`src/expu_pkg.sv`:
```
package expu_pkg;

    // bfloat16 word layout
    localparam int unsigned WIDTH     = 16;
    localparam int unsigned EXP_BITS  = 8;
    localparam int unsigned MANT_BITS = 7;
    localparam int unsigned EXP_BIAS  = 127;

    // Fixed-point x*log2(e), with FIX_FRAC fraction bits after scaling
    localparam int unsigned FIX_FRAC   = 7;
    localparam int unsigned LOG2E_FRAC = 10;
    localparam int unsigned LOG2E_Q    = 1477;
    localparam int unsigned PROD_BITS  = MANT_BITS + LOG2E_FRAC + 2;
    localparam int unsigned BIAS_FIX   = EXP_BIAS << FIX_FRAC;

    // Shared buffer and arbiter
    localparam int unsigned ADDR_BITS = 4;
    localparam int unsigned DEPTH     = 16;
    localparam int unsigned NUM_REQ   = 3;
    localparam int unsigned REQ_BITS  = $clog2(NUM_REQ);

    // Mantissa correction, quantized to integer coefficients
    localparam int unsigned COEF_FRAC   = 4;
    localparam int unsigned CONST_FRAC  = 7;
    localparam int unsigned MUL_SURPLUS = 1;
    localparam int unsigned ALPHA_Q     = int'(0.24609375 * 2.0 ** COEF_FRAC);
    localparam int unsigned BETA_Q      = int'(0.41015625 * 2.0 ** COEF_FRAC);
    localparam int unsigned GAMMA1_Q    = int'(2.8359375 * 2.0 ** CONST_FRAC);
    localparam int unsigned GAMMA2_Q    = int'(2.16796875 * 2.0 ** CONST_FRAC);

    // Special result patterns
    localparam logic [WIDTH-1:0] CANON_NAN = 16'h7FC0;
    localparam logic [WIDTH-1:0] POS_INF   = 16'h7F80;
    localparam logic [WIDTH-1:0] ONE       = 16'h3F80;

    typedef enum logic [1:0] {OP_WRITE, OP_READ, OP_RUN} host_op_e;

    typedef enum logic [2:0] {L_IDLE, L_FETCH, L_WAIT, L_CALC, L_STORE, L_NEXT} lane_state_e;

    typedef enum logic [1:0] {H_IDLE, H_ACCESS, H_RUN, H_ACK} host_state_e;

endpackage

```
`src/expu_schraudolph.sv`:
```
`timescale 1ns/1ps

module expu_schraudolph (
    input  logic [expu_pkg::WIDTH-1:0] op,
    output logic [expu_pkg::WIDTH-1:0] res,
    output logic                       normal
);
    import expu_pkg::*;

    logic                 sign;
    logic [EXP_BITS-1:0]  exponent;
    logic [MANT_BITS-1:0] mantissa;
    logic [MANT_BITS:0]   significand;
    logic [EXP_BITS-1:0]  shift;
    logic [PROD_BITS-1:0] product;
    logic [PROD_BITS-1:0] scaled;
    logic [PROD_BITS-1:0] biased;
    logic                 is_nan;
    logic                 is_large;
    logic                 out_of_range;

    assign sign     = op[WIDTH-1];
    assign exponent = op[WIDTH-2 -: EXP_BITS];
    assign mantissa = op[MANT_BITS-1:0];

    // Subnormal inputs lose the hidden bit and act as zero
    assign significand = {exponent != '0, mantissa};
    assign product     = significand * LOG2E_Q[LOG2E_FRAC:0];

    // Align the product to FIX_FRAC fraction bits, truncating
    assign shift  = EXP_BITS'(EXP_BIAS + MANT_BITS + LOG2E_FRAC - FIX_FRAC) - exponent;
    assign scaled = product >> shift;

    always_comb begin
        is_nan = (exponent == '1) && (mantissa != '0);
        // |x| >= 128 saturates whatever the mantissa
        is_large = exponent >= EXP_BITS'(EXP_BIAS + FIX_FRAC);
        if (sign) begin
            biased       = PROD_BITS'(BIAS_FIX) - scaled;
            out_of_range = is_large ||
                           (scaled > PROD_BITS'(BIAS_FIX - (1 << FIX_FRAC)));
        end else begin
            biased       = PROD_BITS'(BIAS_FIX) + scaled;
            out_of_range = is_large ||
                           (biased >= PROD_BITS'(((1 << EXP_BITS) - 1) << FIX_FRAC));
        end
    end

    always_comb begin
        normal = 1'b0;
        if (is_nan) begin
            res = CANON_NAN;
        end else if (out_of_range) begin
            // Too negative flushes to zero, too positive is infinity
            res = sign ? '0 : POS_INF;
        end else begin
            res    = {1'b0, biased[FIX_FRAC +: EXP_BITS], biased[FIX_FRAC-1 -: MANT_BITS]};
            normal = 1'b1;
        end
    end

endmodule

```
`src/expu_correction.sv`:
```
`timescale 1ns/1ps

module expu_correction (
    input  logic [expu_pkg::WIDTH-1:0] op,
    output logic [expu_pkg::WIDTH-1:0] res
);
    import expu_pkg::*;

    logic [EXP_BITS-1:0]  exponent;
    logic [MANT_BITS-1:0] fraction;
    logic                 upper;

    // Fraction operand of the coefficient product, one surplus bit
    logic [MANT_BITS+MUL_SURPLUS-2:0] frac_term;
    logic [COEF_FRAC-2:0]             coef;
    logic [MANT_BITS+COEF_FRAC+MUL_SURPLUS-3:0] coef_prod;

    // Fraction plus gamma, both at CONST_FRAC fraction bits
    logic [CONST_FRAC+1:0] offset_sum;
    logic [MANT_BITS+CONST_FRAC+COEF_FRAC+MUL_SURPLUS-1:0] full_prod;
    logic [MANT_BITS-1:0] fit;

    assign exponent = op[WIDTH-2 -: EXP_BITS];
    assign fraction = op[MANT_BITS-1:0];
    assign upper    = fraction[MANT_BITS-1];

    // Upper half works on the mirrored fraction
    assign frac_term = upper ? ~{fraction[MANT_BITS-2:0], {MUL_SURPLUS{1'b0}}}
                             :  {fraction[MANT_BITS-2:0], {MUL_SURPLUS{1'b0}}};
    assign coef      = upper ? BETA_Q[COEF_FRAC-2:0] : ALPHA_Q[COEF_FRAC-2:0];
    assign coef_prod = frac_term * coef;

    assign offset_sum = {2'b00, fraction} +
                        (upper ? GAMMA2_Q[CONST_FRAC+1:0] : GAMMA1_Q[CONST_FRAC+1:0]);

    assign full_prod = coef_prod * offset_sum;

    // Keep the top MANT_BITS of the product
    assign fit = full_prod[MANT_BITS+CONST_FRAC+COEF_FRAC+MUL_SURPLUS-1 -: MANT_BITS];

    assign res = {1'b0, exponent, upper ? ~fit : fit};

endmodule

```
`src/expu_lane.sv`:
```
`timescale 1ns/1ps

module expu_lane (
    input  logic                           clk,
    input  logic                           rst,
    input  logic                           start,
    input  logic [expu_pkg::ADDR_BITS:0]   count,
    input  logic                           first_addr,
    output logic                           buf_req,
    output logic                           buf_we,
    output logic [expu_pkg::ADDR_BITS-1:0] buf_addr,
    output logic [expu_pkg::WIDTH-1:0]     buf_wdata,
    input  logic                           buf_gnt,
    input  logic [expu_pkg::WIDTH-1:0]     buf_rdata,
    output logic                           done
);
    import expu_pkg::*;

    lane_state_e        state;
    logic [ADDR_BITS:0] idx;
    logic [ADDR_BITS:0] idx_first;
    logic [ADDR_BITS:0] idx_next;
    logic [WIDTH-1:0]   operand;
    logic [WIDTH-1:0]   result;
    logic [WIDTH-1:0]   approx;
    logic [WIDTH-1:0]   corrected;
    logic               approx_normal;

    expu_schraudolph u_schraudolph (
        .op     (operand),
        .res    (approx),
        .normal (approx_normal)
    );

    expu_correction u_correction (
        .op  (approx),
        .res (corrected)
    );

    assign idx_first = {{ADDR_BITS{1'b0}}, first_addr};
    // Lanes interleave, so each one strides by two
    assign idx_next  = idx + (ADDR_BITS+1)'(2);

    always_ff @(posedge clk) begin
        if (rst) begin
            state <= L_IDLE;
            idx   <= '0;
            done  <= 1'b0;
        end else begin
            case (state)
                L_IDLE: begin
                    if (start) begin
                        idx  <= idx_first;
                        done <= !(idx_first < count);
                        if (idx_first < count) begin
                            state <= L_FETCH;
                        end
                    end
                end
                L_FETCH: if (buf_gnt) state <= L_WAIT;
                L_WAIT:  state <= L_CALC;
                L_CALC:  state <= L_STORE;
                L_STORE: if (buf_gnt) state <= L_NEXT;
                L_NEXT: begin
                    idx <= idx_next;
                    if (idx_next < count) begin
                        state <= L_FETCH;
                    end else begin
                        done  <= 1'b1;
                        state <= L_IDLE;
                    end
                end
                default: state <= L_IDLE;
            endcase
        end
    end

    // Operand captured while buffer rdata is still ours
    always_ff @(posedge clk) begin
        if (state == L_WAIT) operand <= buf_rdata;
        if (state == L_CALC) result <= approx_normal ? corrected : approx;
    end

    assign buf_req   = (state == L_FETCH) || (state == L_STORE);
    assign buf_we    = (state == L_STORE);
    assign buf_addr  = idx[ADDR_BITS-1:0];
    assign buf_wdata = result;

endmodule

```
`src/expu_shared_buffer.sv`:
```
`timescale 1ns/1ps

module expu_shared_buffer (
    input  logic                                                    clk,
    input  logic                                                    rst,
    input  logic [expu_pkg::NUM_REQ-1:0]                            req,
    input  logic [expu_pkg::NUM_REQ-1:0]                            we,
    input  logic [expu_pkg::NUM_REQ-1:0][expu_pkg::ADDR_BITS-1:0]   addr,
    input  logic [expu_pkg::NUM_REQ-1:0][expu_pkg::WIDTH-1:0]       wdata,
    output logic [expu_pkg::NUM_REQ-1:0]                            gnt,
    output logic [expu_pkg::WIDTH-1:0]                              rdata
);
    import expu_pkg::*;

    logic [WIDTH-1:0]    mem [DEPTH];
    logic [REQ_BITS-1:0] ptr;
    logic [REQ_BITS-1:0] sel;
    logic                any;

    // Search starts at ptr and wraps around the requesters
    always_comb begin
        int unsigned cand;
        gnt = '0;
        sel = ptr;
        any = 1'b0;
        for (int k = 0; k < NUM_REQ; k++) begin
            cand = ptr + k;
            if (cand >= NUM_REQ) cand = cand - NUM_REQ;
            if (!any && req[cand]) begin
                any = 1'b1;
                sel = REQ_BITS'(cand);
            end
        end
        if (any) gnt[sel] = 1'b1;
    end

    // Winner drops to lowest priority next time
    always_ff @(posedge clk) begin
        if (rst) begin
            ptr <= '0;
        end else if (any) begin
            ptr <= (sel == REQ_BITS'(NUM_REQ - 1)) ? '0 : sel + 1'b1;
        end
    end

    always_ff @(posedge clk) begin
        if (any) begin
            if (we[sel]) begin
                mem[addr[sel]] <= wdata[sel];
            end else begin
                rdata <= mem[addr[sel]];
            end
        end
    end

endmodule

```
`src/expu_host_port.sv`:
```
`timescale 1ns/1ps

module expu_host_port (
    input  logic                           clk,
    input  logic                           rst,
    input  logic                           req,
    input  expu_pkg::host_op_e             op,
    input  logic [expu_pkg::ADDR_BITS-1:0] addr,
    input  logic [expu_pkg::WIDTH-1:0]     wdata,
    output logic                           ack,
    output logic [expu_pkg::WIDTH-1:0]     rdata,
    output logic                           buf_req,
    output logic                           buf_we,
    output logic [expu_pkg::ADDR_BITS-1:0] buf_addr,
    output logic [expu_pkg::WIDTH-1:0]     buf_wdata,
    input  logic                           buf_gnt,
    input  logic [expu_pkg::WIDTH-1:0]     buf_rdata,
    output logic                           lane_start,
    output logic [expu_pkg::ADDR_BITS:0]   lane_count,
    input  logic [1:0]                     lane_done
);
    import expu_pkg::*;

    host_state_e state;
    // Read granted, buffer data arrives next cycle
    logic        rd_pend;

    always_ff @(posedge clk) begin
        if (rst) begin
            state      <= H_IDLE;
            ack        <= 1'b0;
            lane_start <= 1'b0;
            rd_pend    <= 1'b0;
        end else begin
            lane_start <= 1'b0;
            case (state)
                H_IDLE: begin
                    if (req) begin
                        if (op == OP_RUN) begin
                            lane_start <= 1'b1;
                            state      <= H_RUN;
                        end else begin
                            state <= H_ACCESS;
                        end
                    end
                end
                H_ACCESS: begin
                    if (rd_pend) begin
                        rd_pend <= 1'b0;
                        ack     <= 1'b1;
                        state   <= H_ACK;
                    end else if (buf_gnt) begin
                        if (op == OP_WRITE) begin
                            ack   <= 1'b1;
                            state <= H_ACK;
                        end else begin
                            rd_pend <= 1'b1;
                        end
                    end
                end
                H_RUN: begin
                    // Done levels are stale while the start pulse is out
                    if (!lane_start && (&lane_done)) begin
                        ack   <= 1'b1;
                        state <= H_ACK;
                    end
                end
                H_ACK: begin
                    if (!req) begin
                        ack   <= 1'b0;
                        state <= H_IDLE;
                    end
                end
                default: state <= H_IDLE;
            endcase
        end
    end

    // Element count rides on wdata with the run command
    always_ff @(posedge clk) begin
        if (state == H_IDLE && req && op == OP_RUN) lane_count <= wdata[ADDR_BITS:0];
        if (rd_pend) rdata <= buf_rdata;
    end

    assign buf_req   = (state == H_ACCESS) && !rd_pend;
    assign buf_we    = (op == OP_WRITE);
    assign buf_addr  = addr;
    assign buf_wdata = wdata;

endmodule

```
`src/expu_top.sv`:
```
`timescale 1ns/1ps

module expu_top (
    input  logic                           clk,
    input  logic                           rst,
    input  logic                           req,
    input  expu_pkg::host_op_e             op,
    input  logic [expu_pkg::ADDR_BITS-1:0] addr,
    input  logic [expu_pkg::WIDTH-1:0]     wdata,
    output logic                           ack,
    output logic [expu_pkg::WIDTH-1:0]     rdata
);
    import expu_pkg::*;

    // Requester 0 is the host, 1 and 2 are the lanes
    logic [NUM_REQ-1:0]                buf_req;
    logic [NUM_REQ-1:0]                buf_we;
    logic [NUM_REQ-1:0]                buf_gnt;
    logic [NUM_REQ-1:0][ADDR_BITS-1:0] buf_addr;
    logic [NUM_REQ-1:0][WIDTH-1:0]     buf_wdata;
    logic [WIDTH-1:0]                  buf_rdata;
    logic                              lane_start;
    logic [ADDR_BITS:0]                lane_count;
    logic [1:0]                        lane_done;

    expu_host_port u_host_port (
        .clk        (clk),
        .rst        (rst),
        .req        (req),
        .op         (op),
        .addr       (addr),
        .wdata      (wdata),
        .ack        (ack),
        .rdata      (rdata),
        .buf_req    (buf_req[0]),
        .buf_we     (buf_we[0]),
        .buf_addr   (buf_addr[0]),
        .buf_wdata  (buf_wdata[0]),
        .buf_gnt    (buf_gnt[0]),
        .buf_rdata  (buf_rdata),
        .lane_start (lane_start),
        .lane_count (lane_count),
        .lane_done  (lane_done)
    );

    // Even addresses
    expu_lane lane0 (
        .clk        (clk),
        .rst        (rst),
        .start      (lane_start),
        .count      (lane_count),
        .first_addr (1'b0),
        .buf_req    (buf_req[1]),
        .buf_we     (buf_we[1]),
        .buf_addr   (buf_addr[1]),
        .buf_wdata  (buf_wdata[1]),
        .buf_gnt    (buf_gnt[1]),
        .buf_rdata  (buf_rdata),
        .done       (lane_done[0])
    );

    // Odd addresses
    expu_lane lane1 (
        .clk        (clk),
        .rst        (rst),
        .start      (lane_start),
        .count      (lane_count),
        .first_addr (1'b1),
        .buf_req    (buf_req[2]),
        .buf_we     (buf_we[2]),
        .buf_addr   (buf_addr[2]),
        .buf_wdata  (buf_wdata[2]),
        .buf_gnt    (buf_gnt[2]),
        .buf_rdata  (buf_rdata),
        .done       (lane_done[1])
    );

    expu_shared_buffer u_shared_buffer (
        .clk   (clk),
        .rst   (rst),
        .req   (buf_req),
        .we    (buf_we),
        .addr  (buf_addr),
        .wdata (buf_wdata),
        .gnt   (buf_gnt),
        .rdata (buf_rdata)
    );

endmodule

```
`config.mk`:
```
export PLATFORM = sky130hd
export DESIGN_NAME = expu_top
export DESIGN_NICKNAME = d
export VERILOG_FILES = /design/src/expu_pkg.sv /design/src/expu_schraudolph.sv /design/src/expu_correction.sv /design/src/expu_lane.sv /design/src/expu_shared_buffer.sv /design/src/expu_host_port.sv /design/src/expu_top.sv
export SDC_FILE = /design/constraint.sdc
export NUM_CORES = 1
export LEC_CHECK = 0
export CAP_MARGIN = 20
export CELL_PAD_IN_SITES_DETAIL_PLACEMENT = 0
export CELL_PAD_IN_SITES_GLOBAL_PLACEMENT = 2
export CORE_MARGIN = 2
export CORE_UTILIZATION = 43
export DETAILED_ROUTE_END_ITERATION = 10
export DONT_BUFFER_PORTS = 1
export GPL_ROUTABILITY_DRIVEN = 0
export PLACE_DENSITY_LB_ADDON = 0.08
export SETUP_SLACK_MARGIN = 0.1
export SYNTH_ARGS = -nofsm -noshare
export SYNTH_HDL_FRONTEND = slang
export SYNTH_SLANG_ARGS = --single-unit
```
`constraint.sdc`:
```
create_clock -name clk -period 21.5 [get_ports clk]
set_clock_uncertainty 0.15 [all_clocks]
set_input_delay 1.075 -clock clk [delete_from_list [all_inputs] [get_ports clk]]
set_output_delay 1.075 -clock clk [all_outputs]
set_load 0.01 [all_outputs]
```
# ---- Word level (Yosys, flattened, before mapping)
# Memory sizes are Yosys's and may differ from the RTL's. A register that Yosys moved wholly into a read port is not among the register bits.
# Cells that the tools add are included.
dict set report op_classes {
  n_addsub 16
  multipliers 6
  n_lt_le_gt_ge 18
  eq_ne 32
  n_shift 2
  mux 92
  n_bitwise 9
  reduce_logical 45
}
# cell count
set ops {}
lappend ops {{$mux W15} 8}
lappend ops {{$lt A32 B3 Y1 const B} 3}
lappend ops {{$mux W32} 3}
lappend ops {{$ge A32 B2 Y1 const B} 2}
lappend ops {{$sub A32 B2 Y32 const B} 2}
lappend ops {{$mux W7} 8}
lappend ops {{$add A14 B19 Y19 const A} 2}
lappend ops {{$ge A19 B15 Y1 const B} 2}
lappend ops {{$gt A19 B14 Y1 const B} 2}
lappend ops {{$mul A10 B9 Y19} 2}
lappend ops {{$mul A8 B11 Y19 const B} 2}
lappend ops {{$shr A19 B8 Y19} 2}
lappend ops {{$pmux W3 S6} 2}
lappend ops {{$bmux W16 S2} 1}
lappend ops {{$mux W1} 32}
lappend ops {{$sub A14 B15 Y15 const A} 2}
lappend ops {{$not A7 Y7} 4}
lappend ops {{$mux W3} 9}
lappend ops {{$mux W2} 13}
lappend ops {{$mul A7 B3 Y10} 2}
lappend ops {{$ne A2 B2 Y1 const B} 10}
lappend ops {{$pmux W5 S2} 2}
lappend ops {{$add A7 B9 Y9} 2}
lappend ops {{$eq A8 B8 Y1 const B} 2}
lappend ops {{44 further kinds} 101}
dict set report totals {
  ff_bits 110
  ramBits 256
  in_bits 25
  output_inout_bits 17
  elab_cells 240
  memories 1
}
# memory words word_bits rd rd_clocked_by_memory_dff wr line_no
set mem_list {}
lappend mem_list {u_shared_buffer.mem 16 16 1 1 1 expu_shared_buffer.sv:15} ;# logic [WIDTH-1:0] mem [DEPTH];

# ---- Depth between registers and ports, before layout
dict set report logic_depth {
  depth_word 19
  depth_mapped 61
  mapped_depth_nobuf 57
}

# ---- Hierarchy
# A second synthesis with hierarchy kept.
dict set report hier_totals {
  hier_cells 3101
  area_unflattened_um2 31915.6
}
# module n_inst cells_per_inst area_per_inst_um2 seq_area_each_um2
set modules_own_cells {}
lappend modules_own_cells {expu_shared_buffer 1 765 11711.2 8207.9}
lappend modules_own_cells {expu_schraudolph 2 598 4304.1 0.0}
lappend modules_own_cells {expu_lane 2 127 1789.2 1141.1}
lappend modules_own_cells {{expu_correction at lane0.u_correction} 1 403 3440.8 0.0}
lappend modules_own_cells {{expu_correction at lane1.u_correction} 1 401 3435.8 0.0}
lappend modules_own_cells {expu_host_port 1 80 1133.6 730.7}
lappend modules_own_cells {expu_top 1 2 7.5 0.0}

# ---- Worst setup path before layout
# OpenSTA, ideal clock, no wires.
dict set report synth_path {
  kind {register to register}
  start {register lane1.operand[11]}
  end {register lane1.result[6], in the netlist lane1.buf_wdata[6], data pin}
  setup_time_ns 0.254
  arrival_ns 14.409
  required_time_ns 21.096
  slack_ns 6.687
  path_stages_with_launch 59
  n_path_buf 3
  synth_period_minus_slack_ns 14.813
  cell_sequence {edfxtp_1 > buf_2 > or2_2 > or3_1 > or4_1 > inv_1 > fa_1 > fa_1 > fa_1 > inv_1 > ha_1 > ha_1 > clkbuf_1 > o21a_1 > a211o_1 > a221oi_1 > a221oi_1 > a31oi_1 > (+23 left out) > inv_1 > fa_1 > inv_1 > fa_1 > fa_1 > inv_1 > ha_1 > a21o_1 > a21o_1 > a21o_1 > a41o_1 > or4_1 > a31oi_1 > nor2b_1 > o21ai_0 > nand2b_1 > xnor2_1 > a21o_1}
}
dict set report synth_between {
  elab_chain_len 16
  elab_cells_between_ends 29
  classes_between {4 x add/sub; 3 x mul; 3 x order compare; 1 x eq/ne; 1 x shift; 11 x mux; 2 x bitwise; 4 x reduce/logical}
}
# element line_no
set synth_rtl {}
lappend synth_rtl {{from (decl)} expu_lane.sv:23} ;# logic [WIDTH-1:0] operand;
lappend synth_rtl {{from (signal assigned)} expu_lane.sv:80} ;# if (state == L_WAIT) operand <= buf_rdata;
lappend synth_rtl {{$reduce_bool A8 Y1} expu_schraudolph.sv:27} ;# assign significand = {exponent != '0, mantissa};
lappend synth_rtl {{$mul A8 B11 Y19} expu_schraudolph.sv:28} ;# assign product = significand * LOG2E_Q[LOG2E_FRAC:0];
lappend synth_rtl {{$shr A19 B8 Y19} expu_schraudolph.sv:32} ;# assign scaled = product >> shift;
lappend synth_rtl {{$add A14 B19 Y19} expu_schraudolph.sv:43} ;# biased = PROD_BITS'(BIAS_FIX) + scaled;
lappend synth_rtl {{$ge A19 B15 Y1} expu_schraudolph.sv:45} ;# (biased >= PROD_BITS'(((1 << EXP_BITS) - 1) << FIX_FRAC));
lappend synth_rtl {{$logic_or A1 B1 Y1} expu_schraudolph.sv:44} ;# out_of_range = is_large ||
lappend synth_rtl {{$mux W1} expu_schraudolph.sv:38} ;# if (sign) begin
lappend synth_rtl {{$mux W15} expu_schraudolph.sv:53} ;# end else if (out_of_range) begin
lappend synth_rtl {{$mux W15} expu_schraudolph.sv:51} ;# if (is_nan) begin
lappend synth_rtl {{$not A7 Y7} expu_correction.sv:28} ;# assign frac_term = upper ? ~{fraction[MANT_BITS-2:0], {MUL_SURPLUS{1'b0}}}
lappend synth_rtl {{$mux W7} expu_correction.sv:28}
lappend synth_rtl {{$mul A7 B3 Y10} expu_correction.sv:31} ;# assign coef_prod = frac_term * coef;
lappend synth_rtl {{$mul A10 B9 Y19} expu_correction.sv:36} ;# assign full_prod = coef_prod * offset_sum;
lappend synth_rtl {{$not A7 Y7} expu_correction.sv:41} ;# assign res = {1'b0, exponent, upper ? ~fit : fit};
lappend synth_rtl {{$mux W7} expu_correction.sv:41}
lappend synth_rtl {{$mux W7 *} expu_lane.sv:81} ;# if (state == L_CALC) result <= approx_normal ? corrected : approx;
lappend synth_rtl {{to (signal assigned)} expu_lane.sv:81}
lappend synth_rtl {{to (decl)} expu_lane.sv:24} ;# logic [WIDTH-1:0] result;
# Mark *: on every way between the ends. The rest lies on a longest branch, timed or not.
# A chain may end at the register's enable or synchronous reset.

# ---- Worst setup path in the final report
dict set report layout_path {
  start {register lane1.operand[8]}
  end {register lane1.result[6], in the netlist lane1.buf_wdata[6], data pin}
}
# Same word-level chain as after synthesis.

==> metrics.md <==
| Metric | Value |
|---|---|
| DP Wirelength | `approximately 65 mm` |
| Max Fclk | `between 50 and 60 MHz` |
| Max-cap violations | `0` |
| Die Ht | `between 200 and 300 um` |
| CP Class | `register to register` |
| Slowest stage cell, crit path | `inv_1` |
| Total CTS buffers | `40` |
| Fin crit share | `81.6%` |
| Die ar. | `approximately 73,000 um^2` |
| VDD IR max | `0.0000987 V` |
| Fin. Hold Viols | `0` |
| Crit path max-delay family | `adder cells` |
| Power per cell area | `93.5 nW/um^2` |
| RSZ-0062 raised after global routing | `no` |
| Startpoint types | `register` |
| Synth Flop Type | `edfxtp_1` |
| Slew margin rel. | `a little under a quarter` |
| Final antenna-violating net count | `0` |
| Hold Path Depth | `2` |
| Post-synth net total | `about 3,600` |
| Buf+Inv Stages, Crit Path | `9` |
| R2R Path End | `lane1.buf_wdata[6]$_DFFE_PP_` |
| FFs w/ async S/R, synth | `0%` |
| Latest clock arrival within the worst-skew pair | `between 0.5 and 0.6 ns` |
| Fraction of layout cells with a size suffix above 1 | `7.31%` |
| Via Count | `approximately 23,000` |
| GR peak layer | `met2` |
| EDFF count, synth | `~360` |
| DR WL/cell | `between 20 and 25 um` |
| Final min period | `approximately 18 ns` |
| Post-route setup slack | `approximately 4 ns` |
| H-tree depth | `2` |
| # rows | `97` |
| CTS sink cnt | `approximately 380` |
| Post-CTS setup buffers | `0` |
| GRT Total Usage | `about a quarter` |
| Synthesized flop and latch total | `roughly 380` |
| R2R Setup Slk | `3.95 ns` |
| Run status | `finished clean` |
| Vias per cell | `~5.7` |
| Crit end category | `register` |
| Gate Count Post-Synth | `between 3,000 and 4,000` |
| Actual slew at the worst max-slew pin | `~1.1 ns` |
| Initial antenna violation count | `11` |
| Grt met2 use | `between 30% and 40%` |
| Root buffer cell | `clkbuf_16` |
| Worst-path clk slew | `around 0.070 ns` |
| Leak Pwr | `approximately 14 nW` |
| Yosys top cell area share | `about a third` |
| Grt ovf | `0` |
| Global-route wire length before repair | `135 mm` |
| Fin. max-slew vios | `0` |
| Avg Cell Area, Syn | `9.59 um^2` |
| Crit path top cell by count | `inv_1` |
| Top post-synthesis cells by area | `edfxtp_1, fa_1, ha_1` |
| Final wirelength | `a little under 90 mm` |
| CP Max Fanout | `24` |
| Worst Hold Class | `register to register` |
| Setup TNS Final | `0 ns` |
| Seq/Total Area, Yosys | `between 30% and 40%` |
| RR Startpoint | `lane1.operand[8]$_DFFE_PP_` |
| Drt pass-1 iters | `6` |
| CP Data Required Time | `approximately 22 ns` |
| Met3 GRT Util | `4.44%` |
| Number of global-route vias before repair | `22,600` |
| Leading area contributor after synthesis | `edfxtp_1` |
| Area of the mapped netlist | `slightly above 30,000 um^2` |
| Hold endpoint | `u_shared_buffer.ptr[1]$_SDFFE_PP0P_` |
| Initial drt markers | `between 1,500 and 2,000` |
| Die Span X | `approximately 270 um` |
| TritonCTS clock tree | `done` |
| IO buf count | `0` |
| Number of placed I/O pins | `between 40 and 50` |
| Starting Density | `roughly 43%` |
| Data arrival time of the critical path | `~18 ns` |
| Critical path's largest stage delay | `roughly 0.76 ns` |
| Synth-to-Final Area Change | `8.24%` |
| CTS Hold Bufs | `0` |
| Post_cts resized | `0` |
| Largest net degree at the start of global routing | `96` |
| Hold_sp | `u_shared_buffer.ptr[1]$_SDFFE_PP0P_` |
| Ys Warns | `0` |
| R2R depth | `55` |
| GR Util met1 | `between 30% and 40%` |
| Core area | `about 70,000 um^2` |
| Layout Nets | `about 3,600` |
| CTS Buffer Depth | `3` |
| Setup violators final | `0` |
| Setup WS pre-CTS | `4.13 ns` |
| Remaining DRCs | `0` |
| Synth cell types | `approximately 110` |
==> worst reg2reg max path, delay by kind of cell (launching register included) <==
family                     cells  cell delay [ns]
adders and majority gates     14             6.10
AOI/OAI and AO/OA             20             5.10
and+or+nand+nor                9             2.45
buffers and inverters          9             1.79
xor gates and xnor gates       3             0.95
DFF                            1             0.72
==> layer usage <==
layer,share of wire [%],vias to the layer above
li1,-,11100
met1,48,11500
met2,44,615
met3,6.1,105
met4,1.9,16
met5,0.11,-
==> report_power, final <==
group / internal, mW / switching (mW) / leakage [nW]
Sequential: 1.04 / 0.0512 / 3.40
Combinational: 0.413 / 0.897 / 9.86
Clock: 0.376 / 0.302 / 0.622
==> Yosys cell counts, drive strengths merged (9+ instances only) <==
master  count
a211o      10
a211oi     48
a21o       37
a21oi     141
a221oi     13
a22oi      12
a311oi     38
a31oi      61
and2       18
and3       78
buf        32
clkbuf    107
dfxtp      24
edfxtp    355
fa        156
ha        243
inv       377
mux2i      41
nand2     435
nand2b     50
nand3      55
nand4      20
nor2      243
nor2b      24
nor3       48
nor4       19
o211ai     26
o21a       21
o21ai     106
o21bai     14
o22ai      12
o31ai       9
or2        28
or3        12
xnor2      63
xor2       34
==> registers in the layout (all words and copies together) (netlist names), 15 cells and up <==
| signal | flops |
|---|---|
| lane0.buf_wdata | 15 |
| lane1.operand | 16 |
| u_host_port.rdata | 16 |
| u_shared_buffer.mem | 256 |
| u_shared_buffer.rdata | 16 |
| lane1.buf_wdata | 15 |
| lane0.operand | 16 |
==> cells by family (layout without fill, tap and decap cells) <==
| kind of cell | count (synthesis) | count (layout) | share of synthesized area (%) |
|---|---|---|---|
| xor+xnor | 97 | 97 | 2.82 |
| fa+ha+maj | 400 | 400 | 20.3 |
| mux | 56 | 56 | 2.16 |
| simple gates | 1069 | 1069 | 16.4 |
| flops | 379 | 379 | 36.6 |
| compound gates | 654 | 654 | 15.2 |
| buf+inv | 516 | 506 | 6.50 |
| other cells | 0 | 4 | 0 |
==> through the flow <==
| stage | utilization, % | area, um^2 | total power [mW] | cells | hold slack, ns |
|---|---|---|---|---|---|
| CTS | 46.9 | 32800 | 3.08 | 4097 | 0.339 |
| global placement | 45.0 | 31500 | 2.37 | 4021 | 0.318 |
| global route | 47.0 | 32900 | 3.27 | 4102 | 0.370 |
| detailed placement | 45.1 | 31600 | 2.40 | 4026 | 0.324 |
| floorplan | - | 30400 | 1.91 | 3171 | 0.290 |
| finish | 47.0 | 32900 | 3.08 | 4105 | 0.344 |
==> placed cells by master, fill, tap and decap left out, drive strengths merged, types with 34 or more instances in the layout <==
cell type and count:
nand2b 50, edfxtp 355, nor2 243, a211oi 48, mux2i 41, fa 156, a31oi 61, clkbuf 45
xor2 34, a311oi 38, and3 78, nor3 48, inv 379, nand2 435, ha 243, o21ai 106
buf 56, a21o 37, nand3 55, xnor2 63, a21oi 141
==> worst max-delay path by stage <==
stage | startpoint | endpoint | slack, ns | depth (start not counted)
5_1_grt | lane1.operand[8]$_DFFE_PP_ | lane1.buf_wdata[6]$_DFFE_PP_ | 2.68 | 55
3_3_place_gp | lane0.operand[7]$_DFFE_PP_ | lane0.buf_wdata[6]$_DFFE_PP_ | 4.18 | 54
4_1_cts | lane0.operand[7]$_DFFE_PP_ | lane0.buf_wdata[6]$_DFFE_PP_ | 4.03 | 54
6_report | lane1.operand[8]$_DFFE_PP_ | lane1.buf_wdata[6]$_DFFE_PP_ | 3.95 | 55
2_1_floorplan | lane1.operand[11]$_DFFE_PP_ | lane1.buf_wdata[6]$_DFFE_PP_ | 6.69 | 58
3_5_place_dp | lane0.operand[7]$_DFFE_PP_ | lane0.buf_wdata[6]$_DFFE_PP_ | 4.13 | 54
==> final cells by class <==
type	instances	area (um^2)
Antenna cell	4	10.0
Clock buffer	43	1030
Clock inverter	28	235
Fill cell	6678	37100
Inverter	377	1420
Multi-Input combinational cell	2276	17400
Sequential cell	379	11100
Tap cell	940	1180
Timing Repair Buffer	58	503
(Power assumes the default switching activity.)
